===== src/common/ooo_pkg.sv =====
package ooo_pkg;

    // Rename tag widths shared by every CDB port.
    localparam int phys_reg_bits = 6;
    localparam int rob_idx_bits  = 6;
    localparam int arch_reg_bits = 5;

    // Identifies where a result belongs in the ROB and the register file.
    typedef struct packed {
        logic [rob_idx_bits-1:0]  rob_idx;
        logic [phys_reg_bits-1:0] pd_s;
        logic [arch_reg_bits-1:0] rd_s;
    } tag_t;

    // One result broadcast on a CDB port.
    // The valid bit is a single-cycle pulse.
    typedef struct packed {
        logic        valid;
        tag_t        tag;
        logic [31:0] rd_v;
    } cdb_t;

endpackage : ooo_pkg


===== src/common/rv32_pkg.sv =====
package rv32_pkg;

    // ALU operations, encoded as funct3 of OP and OP-IMM.
    typedef enum logic [2:0] {
        alu_add  = 3'b000,
        alu_sll  = 3'b001,
        alu_slt  = 3'b010,
        alu_sltu = 3'b011,
        alu_xor  = 3'b100,
        alu_srl  = 3'b101,
        alu_or   = 3'b110,
        alu_and  = 3'b111
    } alu_op_e;

    // M-extension operations, encoded as funct3 of OP with funct7 = 1.
    typedef enum logic [2:0] {
        md_mul    = 3'b000,
        md_mulh   = 3'b001,
        md_mulhsu = 3'b010,
        md_mulhu  = 3'b011,
        md_div    = 3'b100,
        md_divu   = 3'b101,
        md_rem    = 3'b110,
        md_remu   = 3'b111
    } md_op_e;

    // The same funct3 bits, read by the ALU or by the multiply/divide units.
    typedef union packed {
        alu_op_e alu;
        md_op_e  md;
    } op_u;

    typedef struct packed {
        op_u         op;
        logic        alt;      // funct7 bit 5, sub and sra
        logic        use_imm;
        logic [31:0] imm;
    } decode_info_t;

endpackage : rv32_pkg

===== src/execute/execute.sv =====
`timescale 1ns/1ps

module execute #(
    parameter int mul_stages = 3
) (
    input  logic                   clk,
    input  logic                   rst,
    input  logic [31:0]            rs1_v,
    input  logic [31:0]            rs2_v,
    input  rv32_pkg::decode_info_t info_add,
    input  rv32_pkg::decode_info_t info_mul,
    input  rv32_pkg::decode_info_t info_div,
    input  ooo_pkg::tag_t          tag_add,
    input  ooo_pkg::tag_t          tag_mul,
    input  ooo_pkg::tag_t          tag_div,
    input  logic                   start_add,
    input  logic                   start_mul,
    input  logic                   start_div,
    output ooo_pkg::cdb_t          cdb_add,
    output ooo_pkg::cdb_t          cdb_mul,
    output ooo_pkg::cdb_t          cdb_div,
    output logic                   div_busy
);

    ooo_pkg::tag_t tag_add_q;
    ooo_pkg::tag_t tag_div_q;
    ooo_pkg::tag_t tag_mul_out;

    logic [31:0] rd_v_add;
    logic [31:0] rd_v_mul;
    logic [31:0] rd_v_div;
    logic        valid_add;
    logic        valid_mul;
    logic        valid_div;

    // The adder and divider hold one operation each, so their tags are
    // captured at start and held until the result goes out.
    always_ff @(posedge clk) begin
        if (start_add) begin
            tag_add_q <= tag_add;
        end
        if (start_div && !div_busy) begin
            tag_div_q <= tag_div;
        end
    end

    fu_add i_fu_add (
        .clk   (clk),
        .rst   (rst),
        .rs1_v (rs1_v),
        .rs2_v (rs2_v),
        .info  (info_add),
        .start (start_add),
        .rd_v  (rd_v_add),
        .valid (valid_add)
    );

    fu_mult #(
        .mul_stages (mul_stages)
    ) i_fu_mult (
        .clk     (clk),
        .rst     (rst),
        .rs1_v   (rs1_v),
        .rs2_v   (rs2_v),
        .info    (info_mul),
        .tag_in  (tag_mul),
        .start   (start_mul),
        .rd_v    (rd_v_mul),
        .tag_out (tag_mul_out),
        .valid   (valid_mul)
    );

    fu_div_rem i_fu_div_rem (
        .clk   (clk),
        .rst   (rst),
        .rs1_v (rs1_v),
        .rs2_v (rs2_v),
        .info  (info_div),
        .start (start_div),
        .rd_v  (rd_v_div),
        .valid (valid_div),
        .busy  (div_busy)
    );

    always_comb begin
        cdb_add.valid = valid_add;
        cdb_add.tag   = tag_add_q;
        cdb_add.rd_v  = rd_v_add;

        cdb_mul.valid = valid_mul;
        cdb_mul.tag   = tag_mul_out;
        cdb_mul.rd_v  = rd_v_mul;

        cdb_div.valid = valid_div;
        cdb_div.tag   = tag_div_q;
        cdb_div.rd_v  = rd_v_div;
    end

    // The units share the operand buses, so only one may start per cycle.
    a_one_start : assert property (
        @(posedge clk) disable iff (rst)
        $onehot0({start_add, start_mul, start_div})
    ) else $error("more than one unit started in the same cycle");

    // Divider is busy for 32 cycles and posts its result as busy drops.
    a_div_window : assert property (
        @(posedge clk) disable iff (rst)
        start_div |=> div_busy [*32] ##1 (cdb_div.valid && !div_busy)
    ) else $error("divider busy window or result timing is wrong");

endmodule : execute


===== src/execute/fu_div_rem.sv =====
`timescale 1ns/1ps

module fu_div_rem (
    input  logic                   clk,
    input  logic                   rst,
    input  logic [31:0]            rs1_v,
    input  logic [31:0]            rs2_v,
    input  rv32_pkg::decode_info_t info,
    input  logic                   start,
    output logic [31:0]            rd_v,
    output logic                   valid,
    output logic                   busy
);

    logic [31:0] quo_q;
    logic [31:0] rem_q;
    logic [31:0] dvsr_q;
    logic [4:0]  count_q;
    logic        neg_quo_q;
    logic        neg_rem_q;
    logic        want_rem_q;

    logic        is_signed;
    logic [31:0] dvnd_abs;
    logic [31:0] dvsr_abs;
    logic [32:0] rem_shift;
    logic [33:0] diff;
    logic        fits;
    logic [31:0] quo_next;
    logic [31:0] rem_next;
    logic [31:0] quo_fix;
    logic [31:0] rem_fix;

    assign is_signed = (info.op.md == rv32_pkg::md_div) ||
                       (info.op.md == rv32_pkg::md_rem);
    assign dvnd_abs  = (is_signed && rs1_v[31]) ? -rs1_v : rs1_v;
    assign dvsr_abs  = (is_signed && rs2_v[31]) ? -rs2_v : rs2_v;

    // One restoring step.
    // The dividend shifts out of quo_q as quotient bits shift in.
    assign rem_shift = {rem_q, quo_q[31]};
    assign diff      = {1'b0, rem_shift} - {2'b00, dvsr_q};
    assign fits      = !diff[33];
    assign rem_next  = fits ? diff[31:0] : rem_shift[31:0];
    assign quo_next  = {quo_q[30:0], fits};

    assign quo_fix = neg_quo_q ? -quo_next : quo_next;
    assign rem_fix = neg_rem_q ? -rem_next : rem_next;

    always_ff @(posedge clk) begin
        if (rst) begin
            busy    <= 1'b0;
            valid   <= 1'b0;
            count_q <= '0;
        end else begin
            valid <= 1'b0;
            if (busy) begin
                count_q <= count_q + 5'd1;
                if (count_q == 5'd31) begin
                    busy  <= 1'b0;
                    valid <= 1'b1;
                end
            end else if (start) begin
                busy    <= 1'b1;
                count_q <= '0;
            end
        end
    end

    // A zero divisor yields all ones and the dividend with no special path,
    // as long as the quotient is not negated. The most negative value over
    // minus one also falls out of the unsigned array unchanged.
    always_ff @(posedge clk) begin
        if (busy) begin
            quo_q <= quo_next;
            rem_q <= rem_next;
            if (count_q == 5'd31) begin
                rd_v <= want_rem_q ? rem_fix : quo_fix;
            end
        end else if (start) begin
            quo_q      <= dvnd_abs;
            rem_q      <= '0;
            dvsr_q     <= dvsr_abs;
            neg_quo_q  <= is_signed && (rs1_v[31] ^ rs2_v[31]) && (rs2_v != '0);
            neg_rem_q  <= is_signed && rs1_v[31];
            want_rem_q <= (info.op.md == rv32_pkg::md_rem) ||
                          (info.op.md == rv32_pkg::md_remu);
        end
    end

    a_no_start_busy : assert property (
        @(posedge clk) disable iff (rst)
        start |-> !busy
    ) else $error("divide started while the divider is busy");

endmodule : fu_div_rem


===== src/execute/fu_mult.sv =====
`timescale 1ns/1ps

module fu_mult #(
    parameter int mul_stages = 3
) (
    input  logic                   clk,
    input  logic                   rst,
    input  logic [31:0]            rs1_v,
    input  logic [31:0]            rs2_v,
    input  rv32_pkg::decode_info_t info,
    input  ooo_pkg::tag_t          tag_in,
    input  logic                   start,
    output logic [31:0]            rd_v,
    output ooo_pkg::tag_t          tag_out,
    output logic                   valid
);

    // First stage holds the extended operands.
    typedef struct packed {
        ooo_pkg::tag_t      tag;
        logic               hi;
        logic signed [32:0] a;
        logic signed [32:0] b;
    } opnd_stage_t;

    // Remaining stages carry the finished product.
    typedef struct packed {
        ooo_pkg::tag_t tag;
        logic          hi;
        logic [63:0]   prod;
    } prod_stage_t;

    opnd_stage_t        opnd_d;
    opnd_stage_t        opnd_q;
    logic signed [65:0] prod_full;
    prod_stage_t        pipe [mul_stages-1];
    logic [mul_stages-1:0] v_pipe;
    logic               a_signed;
    logic               b_signed;

    assign a_signed = (info.op.md == rv32_pkg::md_mulh) ||
                      (info.op.md == rv32_pkg::md_mulhsu);
    assign b_signed = (info.op.md == rv32_pkg::md_mulh);

    // A 33-bit signed multiply covers all four signedness combinations.
    always_comb begin
        opnd_d.tag = tag_in;
        opnd_d.hi  = (info.op.md != rv32_pkg::md_mul);
        opnd_d.a   = {a_signed & rs1_v[31], rs1_v};
        opnd_d.b   = {b_signed & rs2_v[31], rs2_v};
    end

    assign prod_full = opnd_q.a * opnd_q.b;

    always_ff @(posedge clk) begin
        if (rst) begin
            v_pipe <= '0;
        end else begin
            v_pipe <= {v_pipe[mul_stages-2:0], start};
        end
    end

    always_ff @(posedge clk) begin
        opnd_q       <= opnd_d;
        pipe[0].tag  <= opnd_q.tag;
        pipe[0].hi   <= opnd_q.hi;
        pipe[0].prod <= prod_full[63:0];
        for (int i = 1; i < mul_stages - 1; i++) begin
            pipe[i] <= pipe[i-1];
        end
    end

    assign valid   = v_pipe[mul_stages-1];
    assign tag_out = pipe[mul_stages-2].tag;
    assign rd_v    = pipe[mul_stages-2].hi ? pipe[mul_stages-2].prod[63:32]
                                           : pipe[mul_stages-2].prod[31:0];

endmodule : fu_mult


===== src/execute/fu_add.sv =====
`timescale 1ns/1ps

module fu_add (
    input  logic                   clk,
    input  logic                   rst,
    input  logic [31:0]            rs1_v,
    input  logic [31:0]            rs2_v,
    input  rv32_pkg::decode_info_t info,
    input  logic                   start,
    output logic [31:0]            rd_v,
    output logic                   valid
);

    logic [31:0] opnd_b;
    logic [4:0]  shamt;
    logic        do_sub;
    logic [31:0] sum;
    logic [31:0] result;

    assign opnd_b = info.use_imm ? info.imm : rs2_v;
    assign shamt  = opnd_b[4:0];

    // The immediate forms have no sub, so alt only matters for register adds.
    assign do_sub = info.alt && !info.use_imm;
    assign sum    = do_sub ? rs1_v - opnd_b : rs1_v + opnd_b;

    always_comb begin
        case (info.op.alu)
            rv32_pkg::alu_add: begin
                result = sum;
            end
            rv32_pkg::alu_sll: begin
                result = rs1_v << shamt;
            end
            rv32_pkg::alu_slt: begin
                result = {31'b0, $signed(rs1_v) < $signed(opnd_b)};
            end
            rv32_pkg::alu_sltu: begin
                result = {31'b0, rs1_v < opnd_b};
            end
            rv32_pkg::alu_xor: begin
                result = rs1_v ^ opnd_b;
            end
            rv32_pkg::alu_srl: begin
                if (info.alt) begin
                    result = $unsigned($signed(rs1_v) >>> shamt);
                end else begin
                    result = rs1_v >> shamt;
                end
            end
            rv32_pkg::alu_or: begin
                result = rs1_v | opnd_b;
            end
            default: begin
                result = rs1_v & opnd_b;
            end
        endcase
    end

    always_ff @(posedge clk) begin
        if (rst) begin
            valid <= 1'b0;
        end else begin
            valid <= start;
        end
    end

    always_ff @(posedge clk) begin
        if (start) begin
            rd_v <= result;
        end
    end

endmodule : fu_add


===== config.mk =====
export PLATFORM = sky130hd
export DESIGN_NAME = execute
export DESIGN_NICKNAME = d
export VERILOG_FILES = /design/src/common/ooo_pkg.sv /design/src/common/rv32_pkg.sv /design/src/execute/execute.sv /design/src/execute/fu_div_rem.sv /design/src/execute/fu_mult.sv /design/src/execute/fu_add.sv
export SDC_FILE = /design/constraint.sdc
export NUM_CORES = 2
export LEC_CHECK = 0
export ABC_CLOCK_PERIOD_IN_PS = 10370
export BUFFER_PORTS_ARGS = -buffer_cell sky130_fd_sc_hd__buf_2
export CAP_MARGIN = 20
export CORE_ASPECT_RATIO = 1.75
export CORE_MARGIN = 4
export CORE_UTILIZATION = 60
export CTS_CLUSTER_DIAMETER = 120
export DETAILED_ROUTE_END_ITERATION = 12
export PLACE_DENSITY = 0.85
export SKIP_LAST_GASP = 1
export SLEW_MARGIN = 20
export SYNTH_ARGS = -nofsm -noshare
export SYNTH_HDL_FRONTEND = slang
export SYNTH_HIERARCHICAL = 1
export SYNTH_SLANG_ARGS = --single-unit

===== constraint.sdc =====
create_clock -name clk -period 10.37 [get_ports clk]
set_input_delay 0.5185 -clock clk [delete_from_list [all_inputs] [get_ports clk]]
set_output_delay 0.5185 -clock clk [all_outputs]
set_load 0.1 [all_outputs]

======== After elaboration in Yosys (flattened, before gate mapping) ========
Memories as Yosys holds them, arrays and structs flattened.
Index checks and enable logic that the tools add are counted.
word-level totals
  bits in registers ....................... 292
  memory bits (writable) .................. 164
  input bits .............................. 231
  output and inout bits ................... 151
  word-level logic and storage cells ...... 99
  memories ................................ 1
operators by class
  add/subtract/negate cells ............... 8
  $mul .................................... 1
  magnitude comparators ................... 2
  equal/unequal tests ..................... 12
  shift-type cells ........................ 3
  muxes and demuxes ....................... 21
  bitwise operators ....................... 7
  reduce and logical (&&, ||, !) cells .... 19
memories
  memory          depth  width  rd ports  clocked after Yosys merged registers in  wr ports  RTL line       source
  i_fu_mult.pipe  2      82     2         0                                        2         fu_mult.sv:36  prod_stage_t pipe [mul_stages-1];
operators by type and width
  cell                   count
  $mux W32               14
  $pmux W32 S7           1
  $neg A32 Y32           4
  $lt A32 B32 Y1         2
  $mul A33 B33 Y64       1
  $sub A33 B32 Y34       1
  $add A32 B32 Y32       1
  $and A32 B32 Y32       1
  $or A32 B32 Y32        1
  $reduce_bool A32 Y1    1
  $shl A32 B5 Y32        1
  $shr A32 B5 Y32        1
  $sshr A32 B5 Y32       1
  $sub A32 B32 Y32       1
  $xor A32 B32 Y32       1
  $eq A3 B3 Y1 const B   6
  $mux W5                2
  $eq A3 B2 Y1 const B   3
  $eq A3 B1 Y1 const B   2
  $logic_and A1 B1 Y1    6
  $add A5 B1 Y5 const B  1
  $eq A5 B5 Y1 const B   1
  $mux W1                4
  $reduce_and A2 Y1      2
  9 further kinds        14

======== Logic depth before layout (Yosys ltp) ========
  word-level depth ........................ 6
  depth in mapped cells ................... 28
  gate-level depth less buffers ........... 26

======== By module ========
Netlist, hierarchy kept.
modules (own cells, without submodules)
  module      times used  cells each  area an instance (µm²)  seq. area each (µm²)
  fu_mult     1           4489        44074.8                 5024.8
  fu_div_rem  1           1202        10657.7                 4073.9
  fu_add      1           1462        10548.9                 980.9
  execute     1           38          1057.3                  1021.0

======== Worst setup path after synthesis ========
Ideal clock, no wire load.
  kind .................................... reg-to-reg
  start point ............................. register i_fu_mult/opnd_q[65] (netlist name)
  end point ............................... memory i_fu_mult/pipe[0][62] (netlist name)
  setup time .............................. 0.072 ns
  arrival time ............................ 7.602 ns
  data required time ...................... 10.298 ns
  path slack .............................. 2.695 ns
  cell stages (with the launch flop) ...... 27
  buffers on the path ..................... 2
  clock period less this slack ............ 7.675 ns
  cells stage by stage .................... dfxtp_1 clkbuf_1 nand2_1 inv_1 fa_1 fa_1 fa_1 inv_1 fa_1 inv_1 fa_1 fa_1 inv_1 fa_1 fa_1 inv_1 ha_1 clkbuf_1 a21o_1 a21o_1 a21oi_1 nor2b_1 o21ai_0 a21oi_1 a211o_1 a31oi_1 xnor2_1
RTL lines
  element                 RTL line       source
  start, declared         fu_mult.sv:34  opnd_stage_t opnd_q;
  start signal, assigned  fu_mult.sv:64  opnd_q <= opnd_d;
  end, declared           fu_mult.sv:36

==> results.cfg <==
[clocking]
post_cts_buffers = 0
clockBufferDepth = 3
cts_buffers = 43
path_clk_slew_ns = 0.08
cts_root_buffer = clkbuf_16
cts_tree = yes
cts.sinks = 456
h-tree-depth = 2
worstSkewPairLatency_ns = 0.66

[yosys]
synth_top_family_by_area = adder cells
syn_inst = 7191
netlist_area_mm2 = 0.0663
synth-seq-area-share_pct = 16.7
synth-edff-count = 197
synthSimpleGateAreaFrac_pct = 15.6
ys_types = 114
yosysTopAreaCell = fa_1
synth_top_cell_area_share_pct = 34.0
synthFlopType = dfxtp_1
syn-mean-instance-area_um2 = 9.23
synthTopCellsByArea = fa_1 (34%), edfxtp_1 (8.9%), dfxtp_1 (7.8%)
ys_warn_count = 6
synth_compound_area_share_pct = 10.4
synth_seq_cells = 456
yosysMostFrequentCell = inv_1
synthMuxAreaShare_pct = 3.66
syn_nets = 8903
synthArstFlopShare_pct = 0
synth_xor_area_share_pct = 3.01
synth-adder-area-share_pct = 40.7
synth.cells.most_frequent = inv_1 (1228), fa_1 (1128), nand2_1 (824)

[detailed_routing]
route.detailed.drc = 0
routed_wl_mm = 226
num_vias = 54750
ant_nets = 0
drt-pass1-iter-count = 8
drt-initial-drc-count = 5218
avgRoutedWirePerCell_um = 25.8
via_per_inst = 6.27

[timing]
post-route-min-period_ns = 8.78
rsz0062_at_grt = false
tns_ns = 0
setup_viol = 0
slew-limit-headroom_pct = 11.0
timing.fmax_mhz = 114
drv_slew = 0
period_share_pct = 84.7
skew_ns = 0.0372
tightest_slew_ns = 1.30
hold_viol_final = 0
timing.hold.ws_ns = 0.0490

[cells_and_area]
nNetsFinal = 8936
regArea_mm2 = 0.0112
drive_gt1_share_pct = 8.93
multi_input_area_mm2 = 0.0488
area_growth_pct = 5.85
fill_cells = 8856

[die]
rows = 161
initial_core_util_pct = 60.3
core_mm2 = 0.110
die-height_um = 448
die_area_mm2 = 0.116
die_w_um = 259
ios = 382

[worst_setup_path]
cp-start-kind = flip-flop
critPathRequiredTime_ns = 10.92
rr_worst_depth = 21
arrival_ns = 9.34
cp_max_fo = 21
worst-setup-path-type = flip-flop to flip-flop
worst_path_max_delay_cell = dfxtp_1
end_kind = flip-flop
crit_chain = and2_1 -> fa_1 -> fa_1 -> fa_1 -> inv_1 -> fa_1 -> inv_1 -> fa_1 -> fa_1 -> fa_1 -> fa_1 -> ha_1 -> nand3_1 -> nor3_1 -> and2_1 -> nor2b_1 -> a21oi_1 -> a21bo_2 -> o221ai_1 -> a21oi_1 -> xor2_1
worst_path_most_repeated_cell = fa_1
slowest_delay_ns = 1.06

[flow_run]
drv_cap = 0

[global_routing]
grt_antenna_before_repair = 20
grt_first_pass_wirelength_mm = 342
grt_start_max_net_pins = 70
grt_pass1_vias = 59905
grt-ovfl-total = 0
track_usage_pct = 39.2

[place]
io_buffer_count = 313
hpwl_mm = 177
gp_congestion = 1.03

[min_path]
hold_depth = 1
hold_path.class = input pin to flip-flop

[run_status]
outcome = finished, final reports clean
==> cells by family (layout without fill, tap and decap cells) <==
group / count (synthesis) / count (layout)
and+or+nand+nor: 2089 / 2089
buffers and inverters: 1656 / 1723
adders and majority gates: 1481 / 1481
AOI/OAI and AO/OA: 1066 / 1066
DFF: 456 / 456
xor gates and xnor gates: 228 / 228
muxes: 215 / 215
other: 0 / 9
==> metal layers <==
metal	track usage [%]	wire length, µm	up-vias	part of all wire (%)
li1	-	-	22922	-
met1	39.0	66800	26775	30
met2	67.1	111000	3528	49
met3	7.54	18500	1519	8.2
met4	38.4	28900	6	13
met5	0	36	-	0.016
==> critical path: cells and delay by family (launching register included) <==
kind	cells	cell delay [ns]
buffers and inverters	2	0.69
DFF	1	1.06
AOI/OAI and AO/OA	4	0.72
and+or+nand+nor	5	0.93
xor gates and xnor gates	1	0.15
adders and majority gates	9	5.12
==> sequential cells by signal, summed over array words and instances (netlist names), 3 cells and up <==
name,count
cdb_div,17
i_fu_div_rem/rd_v,32
i_fu_div_rem/rem_q,32
i_fu_mult/v_pipe,3
i_fu_div_rem/dvsr_q,32
i_fu_add/rd_v,32
i_fu_mult/opnd_q,84
i_fu_div_rem/quo_q,32
cdb_add,17
i_fu_div_rem/count_q,5
i_fu_mult/pipe,164
==> placed cells by master, fill, tap and decap left out, types with 80 or more instances in the layout <==
master       n
a21oi_1    333
xnor2_1    147
ha_1       353
nor2_1     270
and2_1     559
dfxtp_1    214
nand2_1    824
inv_1     1227
xor2_1      81
buf_2      312
edfxtp_1   197
buf_4       80
mux2i_1    149
o21ai_0    209
fa_1      1128
==> worst paths after layout <==
path / start / end / slack (ns)
min reg2reg: i_fu_mult/opnd_q[83] / i_fu_mult/pipe[0][81] / 0.32
min: tag_add[4] / cdb_add[36] / 0.05
max reg2reg: i_fu_mult/opnd_q[5] / i_fu_mult/pipe[0][61] / 1.59
max: i_fu_mult/opnd_q[5] / i_fu_mult/pipe[0][61] / 1.59
==> what timing repair did <==
item	in CTS	in global routing
resized for setup	0	0
hold buffers	17	0
setup endpoints to repair	0	0
hold endpoints to repair	17	0
==> through the flow <==
step	util [%]	setup WS (ns)	std cells	instance area [µm²]
final	63.8	1.59	8734	70200
after global routing	63.8	1.25	8727	70200
after CTS	63.8	1.35	8725	70200
after detailed placement	62.3	1.40	8629	68600
after global placement	62.3	1.54	8629	68600
after floorplan	-	2.70	7191	66300
==> area by class of cell <==
class	count	share of cell area, %
Multi-Input combinational cell	5079	69.5
Sequential cell	456	15.9
Inverter	1235	6.61
Timing Repair Buffer	409	3.32
Tap cell	1467	2.61
Clock buffer	48	1.59
Clock inverter	31	0.488
Antenna cell	9	0.0321
Power is not shown: default switching activity piles up to over one toggle a cycle in this logic, so the estimate is an artifact.
